$ cat src/source/txbuf_pkg.sv
// shared constants for the serial transmit buffer
// widths, FIFO depth, serial bit timing and FSM state codes

package txbuf_pkg;

  // data path and storage
  localparam int unsigned DATA_W     = 8;
  localparam int unsigned FIFO_DEPTH = 32;
  localparam int unsigned ADDR_W     = 5;
  // one extra bit so a full FIFO can be counted
  localparam int unsigned LEVEL_W    = 6;

  // serial timing
  localparam int unsigned SCLK_HALF  = 2;
  localparam int unsigned FRAME_BITS = 9;
  localparam int unsigned DIV_W      = $clog2(2 * SCLK_HALF);
  localparam int unsigned CNT_W      = $clog2(FRAME_BITS);

  // host write port states
  localparam logic [1:0] HW_IDLE   = 2'd0;
  localparam logic [1:0] HW_PUSHED = 2'd1;
  localparam logic [1:0] HW_WAIT   = 2'd2;

  // frame serializer states
  localparam logic [2:0] FS_IDLE   = 3'd0;
  localparam logic [2:0] FS_FETCH  = 3'd1;
  localparam logic [2:0] FS_LOAD   = 3'd2;
  localparam logic [2:0] FS_SHIFT  = 3'd3;
  localparam logic [2:0] FS_GAP    = 3'd4;

endpackage

$ cat src/source/fifo_if.sv
// push and pop sides of the byte FIFO
// modports for producer, buffer and consumer

interface fifo_if (
  input logic clk_i,
  input logic rst_ni
);
  import txbuf_pkg::*;

  // push side
  logic              push;
  logic [DATA_W-1:0] push_data;
  logic              push_ready;

  // pop side
  logic              pop;
  logic [DATA_W-1:0] pop_data;
  logic              empty;

  modport producer (
    output push,
    output push_data,
    input  push_ready
  );

  modport buffer (
    input  push,
    input  push_data,
    output push_ready,
    input  pop,
    output pop_data,
    output empty
  );

  modport consumer (
    output pop,
    input  pop_data,
    input  empty
  );

endinterface

$ cat src/source/byte_fifo.sv
// byte FIFO control over one single-port memory
// write and read pointers, registered full and empty flags,
// level count, synchronous clear

module byte_fifo (
  input  logic                          clk_i,
  input  logic                          rst_ni,
  input  logic                          clr_i,
  fifo_if.buffer                        fif,
  output logic [txbuf_pkg::LEVEL_W-1:0] level_o
);
  import txbuf_pkg::*;

  logic [ADDR_W-1:0]  w_ptr_q;
  logic [ADDR_W-1:0]  w_ptr_d;
  logic [ADDR_W-1:0]  w_ptr_succ;
  logic [ADDR_W-1:0]  r_ptr_q;
  logic [ADDR_W-1:0]  r_ptr_d;
  logic [ADDR_W-1:0]  r_ptr_succ;
  logic [ADDR_W-1:0]  mem_addr;
  logic [LEVEL_W-1:0] level_q;
  logic [LEVEL_W-1:0] level_d;
  logic               full_q;
  logic               full_d;
  logic               empty_q;
  logic               empty_d;
  logic               do_push;
  logic               do_pop;
  logic               mem_en;

  ////////////////////////////////////////////////////////////
  // handshake and memory port
  ////////////////////////////////////////////////////////////

  // read wins the single port, so no push while popping
  assign fif.push_ready = ~full_q & ~fif.pop & ~clr_i;
  assign fif.empty      = empty_q;
  assign level_o        = level_q;

  assign do_push  = fif.push & fif.push_ready;
  assign do_pop   = fif.pop & ~empty_q;
  assign mem_en   = do_push | do_pop;
  assign mem_addr = do_pop ? r_ptr_q : w_ptr_q;

  ////////////////////////////////////////////////////////////
  // pointer and flag update
  ////////////////////////////////////////////////////////////

  always_comb begin
    w_ptr_succ = w_ptr_q + 1'b1;
    r_ptr_succ = r_ptr_q + 1'b1;
    w_ptr_d    = w_ptr_q;
    r_ptr_d    = r_ptr_q;
    full_d     = full_q;
    empty_d    = empty_q;
    level_d    = level_q;

    case ({do_push, do_pop})
      2'b01: begin
        // pop
        r_ptr_d = r_ptr_succ;
        full_d  = 1'b0;
        level_d = level_q - 1'b1;
        if (r_ptr_succ == w_ptr_q) begin
          empty_d = 1'b1;
        end
      end
      2'b10: begin
        // push
        w_ptr_d = w_ptr_succ;
        empty_d = 1'b0;
        level_d = level_q + 1'b1;
        if (w_ptr_succ == r_ptr_q) begin
          full_d = 1'b1;
        end
      end
      default: begin
        // state holds on an idle cycle
      end
    endcase
  end

  always_ff @(posedge clk_i or negedge rst_ni) begin
    if (!rst_ni) begin
      w_ptr_q <= '0;
      r_ptr_q <= '0;
      full_q  <= 1'b0;
      empty_q <= 1'b1;
      level_q <= '0;
    end else if (clr_i) begin
      w_ptr_q <= '0;
      r_ptr_q <= '0;
      full_q  <= 1'b0;
      empty_q <= 1'b1;
      level_q <= '0;
    end else begin
      w_ptr_q <= w_ptr_d;
      r_ptr_q <= r_ptr_d;
      full_q  <= full_d;
      empty_q <= empty_d;
      level_q <= level_d;
    end
  end

  // storage
  sram_sp i_sram (
    .clk_i   (clk_i),
    .en_i    (mem_en),
    .we_i    (do_push),
    .addr_i  (mem_addr),
    .wdata_i (fif.push_data),
    .rdata_o (fif.pop_data)
  );

endmodule

$ cat src/source/frame_serializer.sv
// frame serializer on the FIFO pop side
// eight data bits MSB first plus even parity,
// serial clock, data and active-low chip select

module frame_serializer (
  input  logic     clk_i,
  input  logic     rst_ni,
  fifo_if.consumer fif,
  output logic     sclk_o,
  output logic     sdo_o,
  output logic     cs_no
);
  import txbuf_pkg::*;

  logic [2:0]            state_q;
  logic [2:0]            state_d;
  logic [FRAME_BITS-1:0] shift_q;
  logic [CNT_W-1:0]      bit_cnt_q;
  logic [DIV_W-1:0]      div_q;
  logic                  bit_end;
  logic                  last_bit;

  // last clk cycle of a bit period
  assign bit_end  = (div_q == DIV_W'(2 * SCLK_HALF - 1));
  assign last_bit = (bit_cnt_q == CNT_W'(FRAME_BITS - 1));

  ////////////////////////////////////////////////////////////
  // FSM
  ////////////////////////////////////////////////////////////

  always_comb begin
    state_d = state_q;
    case (state_q)
      FS_IDLE: begin
        if (!fif.empty) begin
          state_d = FS_FETCH;
        end
      end
      FS_FETCH: begin
        // a clear can empty the FIFO in between
        state_d = fif.empty ? FS_IDLE : FS_LOAD;
      end
      FS_LOAD: begin
        state_d = FS_SHIFT;
      end
      FS_SHIFT: begin
        if (bit_end && last_bit) begin
          state_d = FS_GAP;
        end
      end
      FS_GAP: begin
        // chip select stays high one full bit time
        if (bit_end) begin
          state_d = FS_IDLE;
        end
      end
      default: begin
        state_d = FS_IDLE;
      end
    endcase
  end

  always_ff @(posedge clk_i or negedge rst_ni) begin
    if (!rst_ni) begin
      state_q   <= FS_IDLE;
      div_q     <= '0;
      bit_cnt_q <= '0;
    end else begin
      state_q <= state_d;
      if (state_q == FS_SHIFT || state_q == FS_GAP) begin
        div_q <= bit_end ? '0 : div_q + 1'b1;
      end else begin
        div_q <= '0;
      end
      if (state_q == FS_LOAD) begin
        bit_cnt_q <= '0;
      end else if (state_q == FS_SHIFT && bit_end) begin
        bit_cnt_q <= bit_cnt_q + 1'b1;
      end
    end
  end

  ////////////////////////////////////////////////////////////
  // shift register
  ////////////////////////////////////////////////////////////

  // parity bit makes the count of ones even
  always_ff @(posedge clk_i) begin
    if (state_q == FS_LOAD) begin
      shift_q <= {fif.pop_data, ^fif.pop_data};
    end else if (state_q == FS_SHIFT && bit_end) begin
      shift_q <= {shift_q[FRAME_BITS-2:0], 1'b0};
    end
  end

  // pop_data is valid in the LOAD cycle
  assign fif.pop = (state_q == FS_FETCH) & ~fif.empty;

  // sclk low in the first half of a bit, high in the second
  assign cs_no  = (state_q != FS_SHIFT);
  assign sdo_o  = (state_q == FS_SHIFT) & shift_q[FRAME_BITS-1];
  assign sclk_o = (state_q == FS_SHIFT) & (div_q >= DIV_W'(SCLK_HALF));

endmodule

$ cat src/source/host_write_port.sv
// four-phase req/ack slave on the host side
// pushes one byte into the FIFO per request

module host_write_port (
  input  logic                         clk_i,
  input  logic                         rst_ni,
  input  logic                         req_i,
  input  logic [txbuf_pkg::DATA_W-1:0] data_i,
  output logic                         ack_o,
  fifo_if.producer                     fif
);
  import txbuf_pkg::*;

  logic [1:0]        state_q;
  logic [1:0]        state_d;
  logic              req_q;
  logic [DATA_W-1:0] data_q;

  // request and data registered together
  always_ff @(posedge clk_i or negedge rst_ni) begin
    if (!rst_ni) begin
      req_q   <= 1'b0;
      state_q <= HW_IDLE;
    end else begin
      req_q   <= req_i;
      state_q <= state_d;
    end
  end

  always_ff @(posedge clk_i) begin
    data_q <= data_i;
  end

  ////////////////////////////////////////////////////////////
  // handshake FSM
  ////////////////////////////////////////////////////////////

  always_comb begin
    state_d  = state_q;
    fif.push = 1'b0;
    case (state_q)
      HW_IDLE: begin
        // waits here while the FIFO is full
        if (req_q && fif.push_ready) begin
          fif.push = 1'b1;
          state_d  = HW_PUSHED;
        end
      end
      HW_PUSHED: begin
        state_d = req_q ? HW_WAIT : HW_IDLE;
      end
      HW_WAIT: begin
        if (!req_q) begin
          state_d = HW_IDLE;
        end
      end
      default: begin
        state_d = HW_IDLE;
      end
    endcase
  end

  assign fif.push_data = data_q;
  // ack spans from the cycle after the push to the release
  assign ack_o = (state_q != HW_IDLE);

endmodule

$ cat src/source/serial_tx_top.sv
// serial transmit top level
// host write port, byte FIFO and frame serializer

module serial_tx_top (
  input  logic                          clk_i,
  input  logic                          rst_ni,
  input  logic                          clr_i,
  input  logic                          req_i,
  input  logic [txbuf_pkg::DATA_W-1:0]  data_i,
  output logic                          ack_o,
  output logic                          sclk_o,
  output logic                          sdo_o,
  output logic                          cs_no,
  output logic [txbuf_pkg::LEVEL_W-1:0] level_o
);

  // push and pop channels of the FIFO
  fifo_if i_fifo_if (
    .clk_i  (clk_i),
    .rst_ni (rst_ni)
  );

  // host side producer
  host_write_port i_host_write_port (
    .clk_i  (clk_i),
    .rst_ni (rst_ni),
    .req_i  (req_i),
    .data_i (data_i),
    .ack_o  (ack_o),
    .fif    (i_fifo_if.producer)
  );

  byte_fifo i_byte_fifo (
    .clk_i   (clk_i),
    .rst_ni  (rst_ni),
    .clr_i   (clr_i),
    .fif     (i_fifo_if.buffer),
    .level_o (level_o)
  );

  // serial side consumer
  frame_serializer i_frame_serializer (
    .clk_i  (clk_i),
    .rst_ni (rst_ni),
    .fif    (i_fifo_if.consumer),
    .sclk_o (sclk_o),
    .sdo_o  (sdo_o),
    .cs_no  (cs_no)
  );

endmodule

$ cat src/source/sram_sp.sv
// single-port byte memory with registered read data
// storage behind the byte FIFO

module sram_sp (
  input  logic                          clk_i,
  input  logic                          en_i,
  input  logic                          we_i,
  input  logic [txbuf_pkg::ADDR_W-1:0]  addr_i,
  input  logic [txbuf_pkg::DATA_W-1:0]  wdata_i,
  output logic [txbuf_pkg::DATA_W-1:0]  rdata_o
);
  import txbuf_pkg::*;

  logic [DATA_W-1:0] mem [FIFO_DEPTH];

  // one write or one read per cycle
  always_ff @(posedge clk_i) begin
    if (en_i) begin
      if (we_i) begin
        mem[addr_i] <= wdata_i;
      end else begin
        // read data holds until the next read
        rdata_o <= mem[addr_i];
      end
    end
  end

endmodule

$ cat config.mk
export PLATFORM = sky130hd
export DESIGN_NAME = serial_tx_top
export DESIGN_NICKNAME = d
export VERILOG_FILES = /design/src/source/txbuf_pkg.sv /design/src/source/fifo_if.sv /design/src/source/byte_fifo.sv /design/src/source/frame_serializer.sv /design/src/source/host_write_port.sv /design/src/source/serial_tx_top.sv /design/src/source/sram_sp.sv
export SDC_FILE = /design/constraint.sdc
export NUM_CORES = 1
export LEC_CHECK = 0
export ABC_CLOCK_PERIOD_IN_PS = 8350
export BUFFER_PORTS_ARGS = -buffer_cell sky130_fd_sc_hd__buf_4
export CAP_MARGIN = 20
export CELL_PAD_IN_SITES_DETAIL_PLACEMENT = 0
export CELL_PAD_IN_SITES_GLOBAL_PLACEMENT = 1
export CORE_MARGIN = 2
export CORE_UTILIZATION = 48
export CTS_CLUSTER_DIAMETER = 50
export CTS_CLUSTER_SIZE = 20
export DETAILED_ROUTE_END_ITERATION = 6
export HOLD_SLACK_MARGIN = 0.06
export PLACE_DENSITY = 0.8
export SKIP_CTS_REPAIR_TIMING = 1
export SYNTH_ARGS = -nofsm -noshare
export SYNTH_HDL_FRONTEND = slang
export SYNTH_SLANG_ARGS = --single-unit
$ cat constraint.sdc
create_clock -name clk_i -period 8.35 [get_ports clk_i]
set_clock_uncertainty 0.1 [all_clocks]
set_input_delay 0.835 -clock clk_i [delete_from_list [all_inputs] [get_ports clk_i]]
set_output_delay 0.835 -clock clk_i [all_outputs]
set_load 0.01 [all_outputs]
==> results.yml <==
run_status:
  status: "complete, no violations"
worst_setup_path:
  cp_slowest_cell: "or4b_1"
  cpPeakStageDelay_ns: 0.75
  crit_type: "register to register"
  r2r-start: "i_byte_fifo.fif.empty"
  worstPathArrival_ns: 4.63
  critPathCaptureType: "register"
  cp_max_fo: 18
  critical_path.cell_chain: "or4b_1, inv_1, or3_1, ha_1, a21o_1, a21oi_1, o21bai_1, a21oi_1, mux2i_1, mux2_2"
  cp.required_ns: 8.68
  start_kind: "register"
  critPathLaunch: "i_byte_fifo.fif.empty"
  cpMostUsedCell: "a21oi_1"
cts:
  clk_pin_slew_ns: 0.07
  cts_buffer_depth: 3
  cts_sinks: 311
  cts_root_buf: "clkbuf_16"
  numCtsBuffers: 30
  cts_max_level: 1
  cts_tree: "done"
  insertion_delay_ns: 0.56
synth:
  synth-seq-cells: 311
  synth-adder-area-share: 0.01118
  synth_compound_area_frac: 0.04384
  synthXorXnorAreaFrac: 0.01956
  synth_area_per_cell_um2: 15.42
  synthFlopType: "edfxtp_1"
  netlist_top_cells_count: "edfxtp_1 (273), mux2i_1 (130), nor2_1 (68)"
  ys_seq_area_frac: 0.7015
  ys.warnings.count: 0
  synth_mux_area_frac: 0.1146
  synthesis.area_mm2: 0.01299
  synthArstFlopShare: 0.09646
  synthSimpleGateAreaFrac: 0.07236
  synth_area_leaders: "edfxtp_1 (63%), mux2i_1 (10%), dfrtp_1 (5.6%)"
  synth_top_family_by_area: "multiplexers"
  syn-num-nets: 865
  ys_types: 48
  yosys.area.top_type: "edfxtp_1"
  synth_edf_count: 273
  synth_most_common_cell: "edfxtp_1"
  netlist_instances: 842
  synth_top_area_share: 0.6313
final_layout:
  fillers: 2147
  ff_latch_area_mm2: 0.009110
  fin_nets: 880
  diodes: 0
  stdcell_count: 1221
  drive_above_1_share: 0.1148
  multi_input_area_mm2: 0.003396
  final_core_utilization: 0.5364
  area_delta_synth_final_pct: 10.39
placed_design:
  gp_congestion: 0.8615
  hpwl_um: 16630
  port_buffers: 21
  dpl.cell_count: 1163
detailed_routing:
  drc_errors: 0
  dr.pass1.iters: 5
  vias: 6855
  drt_iter0_drc: 546
  vias_per_cell: 5.614
  postRouteAntennaNets: 0
  wl_per_cell_um: 21.11
  wirelength_um: 25770
floorplan:
  die_x_um: 168.5
  fp.dieH_um: 168.5
  die-area_mm2: 0.02839
  ios: 22
  core_mm2: 0.02673
  rows: 60
  initial_core_util: 0.4859
global_route:
  grt.total_usage: 0.1852
  grt_pass1_wl_um: 39920
  grt_max_degree: 129
  grt.overflow.total: 0
  antenna_found_initial: 0
  grt_pass1_vias: 6877
sta:
  fin_crit_sh: 0.5151
  rsz0062_at_grt: "false"
  setup_violations: 0
  fmax_ghz: 0.2325
  worstMarginPinSlew_ns: 0.9666
  report.final.slew_viol_count: 0
  fin_crit_ns: 4.301
  hold_viol: 0
  setup-tns-final_ns: 0
  relSlewSlack: 0.3556
power:
  power_density_mw_per_mm2: 264.5
  leakage_nw: 5.688
  finalPower_mw: 3.791
  seqPwrFrac: 0.485
  ir_worst_vdd_uv: 206.7
  p_clk_frac: 0.357
  internal_power_mw: 2.769
  pwr-share-comb: 0.158
  p_sw_frac: 0.2696
  power_switching_mw: 1.022
job:
  max-cap-violations: 0
worst_hold_path:
  hold_class: "primary input to async pin"
## critical path: cells and delay by family (launching register included)
kind	cells	cell delay [ns]
flip-flops	1	0.55
adder cells (fa/ha/maj)	1	0.33
AND/OR/NAND/NOR	2	1.36
AO/OA/AOI/OAI	4	0.67
multiplexers	2	0.60
buffers and inverters	1	0.57
## registers in the layout, summed over array words and instances, names as in the netlist, 2 cells and up
name and flops:
i_byte_fifo.i_sram.mem 256, i_byte_fifo.i_sram.rdata_o 8, i_byte_fifo.level_o 6, i_byte_fifo.r_ptr_q 5, i_byte_fifo.w_ptr_q 5, i_frame_serializer.bit_cnt_q 4
i_frame_serializer.div_q 2, i_frame_serializer.shift_q 9, i_frame_serializer.state_q 3, i_host_write_port.fif.push_data 8, i_host_write_port.state_q 2
## metal layers
layer  up-vias  wire length [um]  track usage
met2       208             12700       0.3076
met5         -                 0            0
met3        42              1582      0.03040
li1       3220                 -            -
met4         0               530      0.05247
met1      3385             10960       0.2554
## placed cells by master (no fill, tap or decap), types with 5 or more instances in the layout
| cell | synthesis | final |
|---|---|---|
| inv_8 | 0 | 5 |
| nand3b_1 | 7 | 7 |
| mux2i_4 | 5 | 5 |
| nor3b_1 | 8 | 8 |
| dfxtp_1 | 8 | 8 |
| ha_1 | 10 | 10 |
| mux2i_1 | 130 | 130 |
| nand2b_1 | 7 | 7 |
| nor4_1 | 16 | 16 |
| buf_4 | 7 | 25 |
| inv_6 | 0 | 5 |
| a21oi_1 | 13 | 13 |
| xor2_1 | 16 | 16 |
| clkbuf_16 | 0 | 31 |
| or2_2 | 7 | 7 |
| nand2_1 | 48 | 48 |
| inv_1 | 14 | 14 |
| nand4_1 | 6 | 6 |
| edfxtp_1 | 273 | 273 |
| o21ai_0 | 10 | 10 |
| o22ai_1 | 64 | 64 |
| dfrtp_1 | 29 | 29 |
| xnor2_1 | 13 | 13 |
| nand3_1 | 7 | 7 |
| nor2_1 | 68 | 68 |
## metrics by stage
step | hold slack (ns) | instance area, um2 | setup slack [ns]
3_3_place_gp | 0.3545 | 13190 | 4.075
6_report | 0.09103 | 14340 | 4.049
4_1_cts | 0.09120 | 14260 | 4.044
2_1_floorplan | 0.3375 | 12990 | 5.052
5_1_grt | 0.1081 | 14340 | 3.706
3_5_place_dp | 0.3707 | 13250 | 4.065
## power groups by stage
stage	registers (mW)	clock network (mW)	logic, mW
CTS	1.85	1.38	0.593
detailed placement	1.88	0	0.591
global route	1.85	1.44	0.661
global placement	1.88	0	0.581
finish	1.84	1.35	0.597
floorplan	1.86	0	0.463
## logic make-up after synthesis
group	Yosys count
buffers and inverters	62
muxes	141
DFF	311
AOI/OAI and AO/OA	94
and+or+nand+nor	194
adders and majority gates	11
xor gates and xnor gates	29
## worst paths after layout
path                            slack (ns)  depth (start not counted)                                 end
worst max register to register        4.05                         10              i_byte_fifo.level_o[5]
worst max-delay path                  4.05                         10              i_byte_fifo.level_o[5]
max in group asynchronous             7.71                          1               i_byte_fifo.fif.empty
min in group clk_i                    0.27                          1  i_host_write_port.fif.push_data[7]
worst min-delay path                  0.09                          1              i_byte_fifo.level_o[1]
worst min register to register        0.37                          1         i_frame_serializer.div_q[0]
## final cells by class
class	count	area share
sequential	311	0.6355
clock buffer	32	0.05438
multi-input combinational	469	0.2369
clock inverter	23	0.01658
inverter	14	0.003666
tap	341	0.02976
timing repair buffer	31	0.02322
No activity file was read; power rests on OpenSTA's default activity.
